<file path="src/logic/memCtrlPkg.sv">
`default_nettype none

package memCtrlPkg;

  ////////////////////////////////////////
  // widths with a meaning
  ////////////////////////////////////////
  typedef logic [15:0] wordT;     // uart word, sram data word or tag
  typedef logic [7:0]  byteT;     // one uart byte
  typedef logic [21:0] sramAddrT; // external sram address

  ////////////////////////////////////////
  // command tags from the host
  ////////////////////////////////////////
  localparam wordT initTag       = 16'hAAAA;
  localparam wordT camTag        = 16'hBBBB;
  localparam wordT objTag        = 16'hEEEE;
  localparam wordT vtxTag        = 16'h9999; // count follows, then address
  localparam wordT closeObjTag   = 16'h8888;
  localparam wordT finalBlockTag = 16'hFFFF; // written one past each block

  // data words per fixed-size block
  localparam wordT initBlockSize     = 16'd2;
  localparam wordT camBlockSize      = 16'd5;
  localparam wordT objBlockSize      = 16'd13;
  localparam wordT closeObjBlockSize = 16'd1;

  // command sequencer states
  typedef enum logic [2:0] {
    idle,
    sendAck,    // inverted tag goes out
    getCount,   // vertex blocks only
    getAddr,
    writeData,
    writeFinal, // end-of-block tag
    sendEcho
  } seqStateT;

endpackage

`default_nettype wire

</file>
<file path="src/logic/sramReqIf.sv">
`default_nettype none

// write requests from the sequencer into the sram queue
interface sramReqIf;
  import memCtrlPkg::*;

  wordT addr;  // internal word address
  wordT data;
  logic valid; // held with addr/data until ready
  logic ready; // low while the queue is full

  modport source (
    output addr,
    output data,
    output valid,
    input  ready
  );

  modport sink (
    input  addr,
    input  data,
    input  valid,
    output ready
  );

endinterface

`default_nettype wire

</file>
<file path="src/logic/uartWordRx.sv">
`default_nettype none

module uartWordRx (
  input  wire logic             iValidRead,
  input  wire logic             rstN,
  input  wire memCtrlPkg::byteT rxByte,
  input  wire logic             rxReady,
  input  wire logic             rxError,
  output memCtrlPkg::wordT      rxWord,
  output logic                  rxWordValid
);
  import memCtrlPkg::*;

  byteT hiByte;  // first byte of the word
  logic pending; // high half already collected

  // pairing control
  always_ff @(posedge iValidRead or negedge rstN) begin
    if (!rstN) begin
      pending     <= 1'b0;
      rxWordValid <= 1'b0;
    end else begin
      rxWordValid <= 1'b0;
      if (rxError) begin
        pending <= 1'b0; // drop the half word, restart on next byte
      end else if (rxReady) begin
        pending     <= !pending;
        rxWordValid <= pending; // second byte completes the word
      end
    end
  end

  // byte capture, high byte first
  always_ff @(posedge iValidRead) begin
    if (rxReady && !rxError) begin
      if (pending) begin
        rxWord <= {hiByte, rxByte};
      end else begin
        hiByte <= rxByte;
      end
    end
  end

endmodule

`default_nettype wire

</file>
<file path="src/logic/cmdSequencer.sv">
`default_nettype none

module cmdSequencer (
  input  wire logic             iValidRead,
  input  wire logic             rstN,
  input  wire memCtrlPkg::wordT rxWord,
  input  wire logic             rxWordValid,
  sramReqIf.source              sramReq,
  output memCtrlPkg::wordT      txWord,
  output logic                  txWordValid,
  input  wire logic             txBusy
);
  import memCtrlPkg::*;

  seqStateT state;
  wordT     tagReg;  // command being served, sent back as echo
  wordT     remain;  // data words still expected
  wordT     curAddr; // next data word address
  wordT     tagSize;
  logic     tagKnown;
  logic     txTake;
  logic     wrDone;

  assign txTake = txWordValid && !txBusy;
  assign wrDone = sramReq.valid && sramReq.ready;

  ////////////////////////////////////////
  // tag decode
  ////////////////////////////////////////
  always_comb begin
    tagKnown = 1'b1;
    tagSize  = '0;
    case (rxWord)
      initTag:     tagSize = initBlockSize;
      camTag:      tagSize = camBlockSize;
      objTag:      tagSize = objBlockSize;
      closeObjTag: tagSize = closeObjBlockSize;
      vtxTag:      tagSize = '0; // host supplies the count
      default:     tagKnown = 1'b0;
    endcase
  end

  ////////////////////////////////////////
  // state machine and counters
  ////////////////////////////////////////
  always_ff @(posedge iValidRead or negedge rstN) begin
    if (!rstN) begin
      state         <= idle;
      sramReq.valid <= 1'b0;
      txWordValid   <= 1'b0;
      remain        <= '0;
      curAddr       <= '0;
    end else begin
      case (state)
        idle: begin
          if (rxWordValid && tagKnown) begin // unknown words ignored
            remain      <= tagSize;
            txWordValid <= 1'b1;
            state       <= sendAck;
          end
        end
        sendAck: begin
          if (txTake) begin
            txWordValid <= 1'b0;
            state       <= (tagReg == vtxTag) ? getCount : getAddr;
          end
        end
        getCount: begin
          if (rxWordValid) begin
            remain <= rxWord;
            state  <= getAddr;
          end
        end
        getAddr: begin
          if (rxWordValid) begin
            curAddr <= rxWord;
            if (remain == '0) begin
              sramReq.valid <= 1'b1; // empty block, final tag at base
              state         <= writeFinal;
            end else begin
              state <= writeData;
            end
          end
        end
        writeData: begin
          if (rxWordValid) begin
            sramReq.valid <= 1'b1;
            curAddr       <= curAddr + 1'b1;
            remain        <= remain - 1'b1;
          end else if (wrDone) begin
            if (remain == '0) begin
              state <= writeFinal; // valid stays up for the final tag
            end else begin
              sramReq.valid <= 1'b0;
            end
          end
        end
        writeFinal: begin
          if (wrDone) begin
            sramReq.valid <= 1'b0;
            txWordValid   <= 1'b1;
            state         <= sendEcho;
          end
        end
        sendEcho: begin
          if (txTake) begin
            txWordValid <= 1'b0;
            state       <= idle;
          end
        end
        default: state <= idle;
      endcase
    end
  end

  // reply and write payload, same conditions as above
  always_ff @(posedge iValidRead) begin
    if (state == idle && rxWordValid && tagKnown) begin
      tagReg <= rxWord;
      txWord <= ~rxWord; // ack is the inverted tag
    end else if (state == writeFinal && wrDone) begin
      txWord <= tagReg;
    end

    if (state == getAddr && rxWordValid) begin
      sramReq.addr <= rxWord;
      sramReq.data <= finalBlockTag;
    end else if (state == writeData && rxWordValid) begin
      sramReq.addr <= curAddr;
      sramReq.data <= rxWord;
    end else if (state == writeData && wrDone && remain == '0) begin
      sramReq.addr <= curAddr; // base plus block size
      sramReq.data <= finalBlockTag;
    end
  end

endmodule

`default_nettype wire

</file>
<file path="src/logic/sramWriter.sv">
`default_nettype none

module sramWriter #(
  parameter int queueDepth = 2
) (
  input  wire logic         iValidRead,
  input  wire logic         rstN,
  sramReqIf.sink            sramReq,
  output memCtrlPkg::sramAddrT sramAddr,
  output memCtrlPkg::wordT  sramData,
  output logic              sramReqOut,
  input  wire logic         sramAck
);
  import memCtrlPkg::*;

  localparam int ptrW = $clog2(queueDepth);
  localparam int cntW = $clog2(queueDepth + 1);

  typedef logic [ptrW-1:0] ptrT;

  wordT            qAddr [queueDepth];
  wordT            qData [queueDepth];
  ptrT             wrPtr;
  ptrT             rdPtr;
  logic [cntW-1:0] count;
  logic            push;
  logic            pop;

  function automatic ptrT nextPtr(ptrT p);
    return (p == ptrT'(queueDepth - 1)) ? '0 : p + 1'b1;
  endfunction

  assign sramReq.ready = (count != cntW'(queueDepth));
  assign push          = sramReq.valid && sramReq.ready;
  assign pop           = sramReqOut && sramAck;

  // oldest entry on the pins
  assign sramAddr = sramAddrT'(qAddr[rdPtr]); // zero-extended
  assign sramData = qData[rdPtr];

  always_ff @(posedge iValidRead or negedge rstN) begin
    if (!rstN) begin
      wrPtr      <= '0;
      rdPtr      <= '0;
      count      <= '0;
      sramReqOut <= 1'b0;
    end else begin
      if (push) wrPtr <= nextPtr(wrPtr);
      if (pop) rdPtr <= nextPtr(rdPtr);
      case ({push, pop})
        2'b10:   count <= count + 1'b1;
        2'b01:   count <= count - 1'b1;
        default: ;
      endcase
      // request drops for a cycle after every ack
      if (pop) begin
        sramReqOut <= 1'b0;
      end else if (!sramReqOut && count != '0) begin
        sramReqOut <= 1'b1;
      end
    end
  end

  always_ff @(posedge iValidRead) begin
    if (push) begin
      qAddr[wrPtr] <= sramReq.addr;
      qData[wrPtr] <= sramReq.data;
    end
  end

endmodule

`default_nettype wire

</file>
<file path="src/logic/uartWordTx.sv">
`default_nettype none

module uartWordTx (
  input  wire logic             iValidRead,
  input  wire logic             rstN,
  input  wire memCtrlPkg::wordT txWord,
  input  wire logic             txWordValid,
  output logic                  txBusy,
  output memCtrlPkg::byteT      txByte,
  output logic                  txReady,
  input  wire logic             txSent
);
  import memCtrlPkg::*;

  typedef enum logic [1:0] {
    txIdle,
    txHigh, // high byte on txByte
    txLow
  } txStateT;

  txStateT state;
  byteT    lowByte; // held until the first byte is sent
  logic    take;

  assign take    = txWordValid && !txBusy;
  assign txReady = (state != txIdle);
  assign txBusy  = (state != txIdle); // covers both bytes

  ////////////////////////////////////////
  // two-phase sender
  ////////////////////////////////////////
  always_ff @(posedge iValidRead or negedge rstN) begin
    if (!rstN) begin
      state <= txIdle;
    end else begin
      case (state)
        txIdle: if (take) state <= txHigh;
        txHigh: if (txSent) state <= txLow;
        txLow:  if (txSent) state <= txIdle;
        default: state <= txIdle;
      endcase
    end
  end

  always_ff @(posedge iValidRead) begin
    if (take) begin
      txByte  <= txWord[15:8];
      lowByte <= txWord[7:0];
    end else if (state == txHigh && txSent) begin
      txByte <= lowByte; // txReady stays up across the switch
    end
  end

endmodule

`default_nettype wire

</file>
<file path="src/logic/memCtrlTop.sv">
`default_nettype none

module memCtrlTop #(
  parameter int queueDepth = 2
) (
  input  wire logic             iValidRead,
  input  wire logic             rstN,
  // uart
  input  wire memCtrlPkg::byteT rxByte,
  input  wire logic             rxReady,
  input  wire logic             rxError,
  input  wire logic             txSent,
  output memCtrlPkg::byteT      txByte,
  output logic                  txReady,
  // sram
  output memCtrlPkg::sramAddrT  sramAddr,
  output memCtrlPkg::wordT      sramData,
  output logic                  sramReq,
  input  wire logic             sramAck
);
  import memCtrlPkg::*;

  wordT rxWord;
  logic rxWordValid;
  wordT txWord;
  logic txWordValid;
  logic txBusy;

  sramReqIf reqIf ();

  uartWordRx rx0 (
    .iValidRead  (iValidRead),
    .rstN        (rstN),
    .rxByte      (rxByte),
    .rxReady     (rxReady),
    .rxError     (rxError),
    .rxWord      (rxWord),
    .rxWordValid (rxWordValid)
  );

  cmdSequencer seq0 (
    .iValidRead  (iValidRead),
    .rstN        (rstN),
    .rxWord      (rxWord),
    .rxWordValid (rxWordValid),
    .sramReq     (reqIf.source),
    .txWord      (txWord),
    .txWordValid (txWordValid),
    .txBusy      (txBusy)
  );

  sramWriter #(
    .queueDepth (queueDepth)
  ) writer0 (
    .iValidRead (iValidRead),
    .rstN       (rstN),
    .sramReq    (reqIf.sink),
    .sramAddr   (sramAddr),
    .sramData   (sramData),
    .sramReqOut (sramReq),
    .sramAck    (sramAck)
  );

  uartWordTx tx0 (
    .iValidRead  (iValidRead),
    .rstN        (rstN),
    .txWord      (txWord),
    .txWordValid (txWordValid),
    .txBusy      (txBusy),
    .txByte      (txByte),
    .txReady     (txReady),
    .txSent      (txSent)
  );

endmodule

`default_nettype wire

</file>
<file path="config.mk">
export PLATFORM = sky130hd
export DESIGN_NAME = memCtrlTop
export DESIGN_NICKNAME = d
export VERILOG_FILES = /design/src/logic/memCtrlPkg.sv /design/src/logic/sramReqIf.sv /design/src/logic/uartWordRx.sv /design/src/logic/cmdSequencer.sv /design/src/logic/sramWriter.sv /design/src/logic/uartWordTx.sv /design/src/logic/memCtrlTop.sv
export SDC_FILE = /design/constraint.sdc
export NUM_CORES = 1
export LEC_CHECK = 0
export BUFFER_PORTS_ARGS = -buffer_cell sky130_fd_sc_hd__buf_2
export CAP_MARGIN = 20
export CORE_MARGIN = 1
export CORE_UTILIZATION = 35
export CTS_CLUSTER_DIAMETER = 100
export DETAILED_ROUTE_END_ITERATION = 10
export GPL_TIMING_DRIVEN = 0
export HOLD_SLACK_MARGIN = 0.06
export PLACE_DENSITY_LB_ADDON = 0.08
export SYNTH_ARGS = -nofsm -noshare
export SYNTH_HDL_FRONTEND = slang
export SYNTH_HIERARCHICAL = 1
export SYNTH_SLANG_ARGS = --single-unit
</file>
<file path="constraint.sdc">
create_clock -name iValidRead -period 2.95 [get_ports iValidRead]
set_clock_uncertainty 0.15 [all_clocks]
set_input_delay 0.295 -clock iValidRead [delete_from_list [all_inputs] [get_ports iValidRead]]
set_output_delay 0.295 -clock iValidRead [all_outputs]
set_load 0.03 [all_outputs]
</file>
==> flow_summary.yaml <==
placement:
  placed_area_mm2: 0.0101
  port-buffer-count: 55
  post-place-cells: 1065
  place_hpwl_um: 14800
  gp_congestion: 0.885
  post-place-ws_ns: -0.719
floorplanning:
  dieArea_mm2: 0.0273
  die_h_um: 165
  start_util_pct: 35.8
  io_pins: 62
  coreArea_mm2: 0.0261
  num_rows: 59
  die_w_um: 165
status:
  outcome: "complete, no violations"
timing:
  rsz0062_at_grt: "no"
  fmaxAchievable_ghz: 0.352
  worstMarginPinSlew_ns: 0.957
  timing.slew.headroom_pct: 35.5
  setup-tns-final_ns: 0
  period_needed_ns: 2.84
  setup_viol: 0
  finalWorstSetupSlack_ns: 0.107
  drv_slew: 0
  fin_crit_sh_pct: 96.4
  final_hold_viol_count: 0
finish:
  mostFrequentLayoutCells: "edfxtp_1, buf_2, dfrtp_1"
  seq_area_mm2: 0.00604
  nets: 809
  multiInputGateArea_mm2: 0.00298
  instances_no_fill: 1145
  fill_cells: 2396
  area_growth_pct: 21.0
  drive_above_1_share_pct: 26.5
  fin_area_mm2: 0.0113
  final_common_cell: "edfxtp_1"
  diodes: 0
routing:
  post_drt_wl_per_cell_um: 19.7
  postRouteAntennaNets: 0
  vias: 6020
  drc: 0
  drt_iter0_markers: 457
  drt_wl_total_um: 22600
  first_pass_iters: 5
  via_per_inst: 5.26
logic_synthesis:
  syn_inst: 668
  synth_edf_count: 152
  async_reset_ff_share_pct: 21.5
  synthFlopType: "edfxtp_1"
  synth-seq-area-share_pct: 64.7
  ys_warn_count: 6
  syn-mean-instance-area_um2: 14.0
  synth_area_mm2: 0.00932
  ys_types: 70
  ys_ff_latch: 214
global_routing:
  grt_start_max_net_pins: 33
  antenna_found_initial: 0
  busiest_layer: "met2"
  track_usage_pct: 16.9
  globalRouteMet1Util_pct: 24.2
  use_met3_pct: 3.05
  overflow: 0
  grt_pass1_vias: 5934
  grt_pass1_wl_um: 34600
  grtUsageMet2_pct: 25.9
pwr:
  swShare_pct: 22.5
  seq_power_share_pct: 46.7
  pwr-share-clk_pct: 45.1
  switchingPower_mw: 1.59
  p_leak_nw: 4.22
  combPwrFrac_pct: 8.1
  max-vdd-ir-drop_mv: 0.551
  p_int_mw: 5.48
  p_per_area_mw_per_mm2: 626
job:
  cap_violations: 0
clocking:
  htreeDepth: 1
  cts_tree: "done"
  clockBufferDepth: 3
  clk_pin_slew_ns: 0.06
  cts_sinks: 214
  cts_buffers: 25
  cts-root-buf: "clkbuf_16"
  clk_latency_ns: 0.53
worst_setup_path:
  critPathMaxFanout: 8
  critPathLaunch: "rx0/rxWord[6]"
  cp-end-kind: "flop"
  ff2ff_setup_slack_ns: 0.11
  cp.arrival_ns: 2.97
  worstReg2RegStart: "rx0/rxWord[6]"
  start_kind: "flop"
  cp.required_ns: 3.08
  path_class: "reg -> reg"
hold_path:
  hold_class: "in -> async"
-- registers in the layout, summed over array words and instances, names as in the netlist, 2 cells and up --
signal / count
seq0/state: 3
seq0/remain: 16
seq0/tagReg: 16
seq0/txWord: 16
writer0/qAddr: 32
writer0/qData: 32
rx0/rxWord: 16
seq0/sramReq.data: 16
writer0/count: 2
tx0/txByte: 8
tx0/lowByte: 8
seq0/sramReq.addr: 16
tx0/state: 2
rx0/hiByte: 8
seq0/curAddr: 16
-- worst max-delay path, stage by stage (launching register included) --
cell	delay [ns]
edfxtp_1	0.44
or4_4	0.60
nor4_4	0.36
a21oi_2	0.15
a2111oi_4	0.32
buf_4	0.20
buf_4	0.17
and2b_1	0.20
-- path summary, 6_finish.rpt --
kind | end | cells past startpoint
min | seq0/remain[0] | 2
max reg2reg | seq0/txWord[11] | 7
min in group iValidRead | rx0/rxWord[13] | 0
min reg2reg | rx0/rxWord[13] | 0
max in group asynchronous | seq0/state[0] | 3
max | seq0/txWord[11] | 7
-- power by group through the flow --
stage	clock (mW)	combinational, mW	sequential, mW
after global placement	0	0.537	3.37
after detailed placement	0	0.552	3.38
after floorplan	0	0.407	3.37
after CTS	3.28	0.581	3.31
after global routing	3.40	0.620	3.31
final	3.19	0.575	3.30
-- metal layers --
layer / share of wire [%] / vias to the layer above
met4: 2.6 / 0
met3: 6.1 / 52
li1: - / 2797
met1: 47 / 2969
met5: 0 / -
met2: 45 / 202
-- through the flow --
| step | utilization (%) | total power, mW | hold WS (ns) |
|---|---|---|---|
| 3_5_place_dp | 38.7 | 3.93 | 0.204 |
| 2_1_floorplan | - | 3.78 | -0.151 |
| 6_report | 43.3 | 7.06 | 0.176 |
| 4_1_cts | 43.0 | 7.17 | 0.169 |
| 5_1_grt | 43.3 | 7.33 | 0.211 |
| 3_3_place_gp | 38.5 | 3.91 | 0.252 |
-- cell usage after synthesis, drive strengths merged, types with 4 or more instances --
cell,instances,share of area [%]
a211oi,7,0.56
a21o,5,0.40
a21oi,40,2.2
a22oi,6,0.48
a2bb2oi,4,0.38
a32oi,5,0.47
and2,4,0.27
and2b,4,0.32
and3,5,0.34
and4,5,0.47
buf,16,1.7
clkbuf,27,1.1
dfrtp,46,12
dfxtp,16,3.4
edfxtp,152,49
ha,4,0.54
inv,29,1.2
mux2,59,8.6
mux2i,16,1.7
nand2,24,0.97
nand2b,4,0.35
nand3,11,0.59
nand4,7,0.47
nor2,29,1.2
nor2b,4,0.27
nor3,13,0.70
nor3b,6,0.54
nor4,8,0.70
o21ai,30,1.6
o22a,17,1.6
o22ai,17,1.2
or4,5,0.48
xnor2,4,0.38
-- kinds of logic after synthesis --
logic type               share of synthesized area (%)
other                                           0.0402
flip-flops                                        64.7
adder cells (fa/ha/maj)                          0.537
AND/OR/NAND/NOR                                   8.68
AO/OA/AOI/OAI                                     11.1
multiplexers                                      10.3
XOR/XNOR                                         0.658
buffers and inverters                             3.96
-- what timing repair did --
item / CTS / global route
pin swaps: 1 / 0
setup endpoints to repair: 77 / 67
endpoints found under the hold margin: 43 / 0
gates resized for setup: 6 / 3
hold buffers: 14 / 0
buffers inserted: 12 / 8
-- area by class of cell --
cell class | count | share of cell area, %
Clock buffer | 28 | 5.73
Tap cell | 335 | 3.71
Inverter | 29 | 0.965
Multi-Input combinational cell | 387 | 26.4
Sequential cell | 214 | 53.5
Timing Repair Buffer | 93 | 5.46
Clock inverter | 18 | 1.95
Buffer | 41 | 2.31
Note: power is estimated with default switching activity, not from simulation.
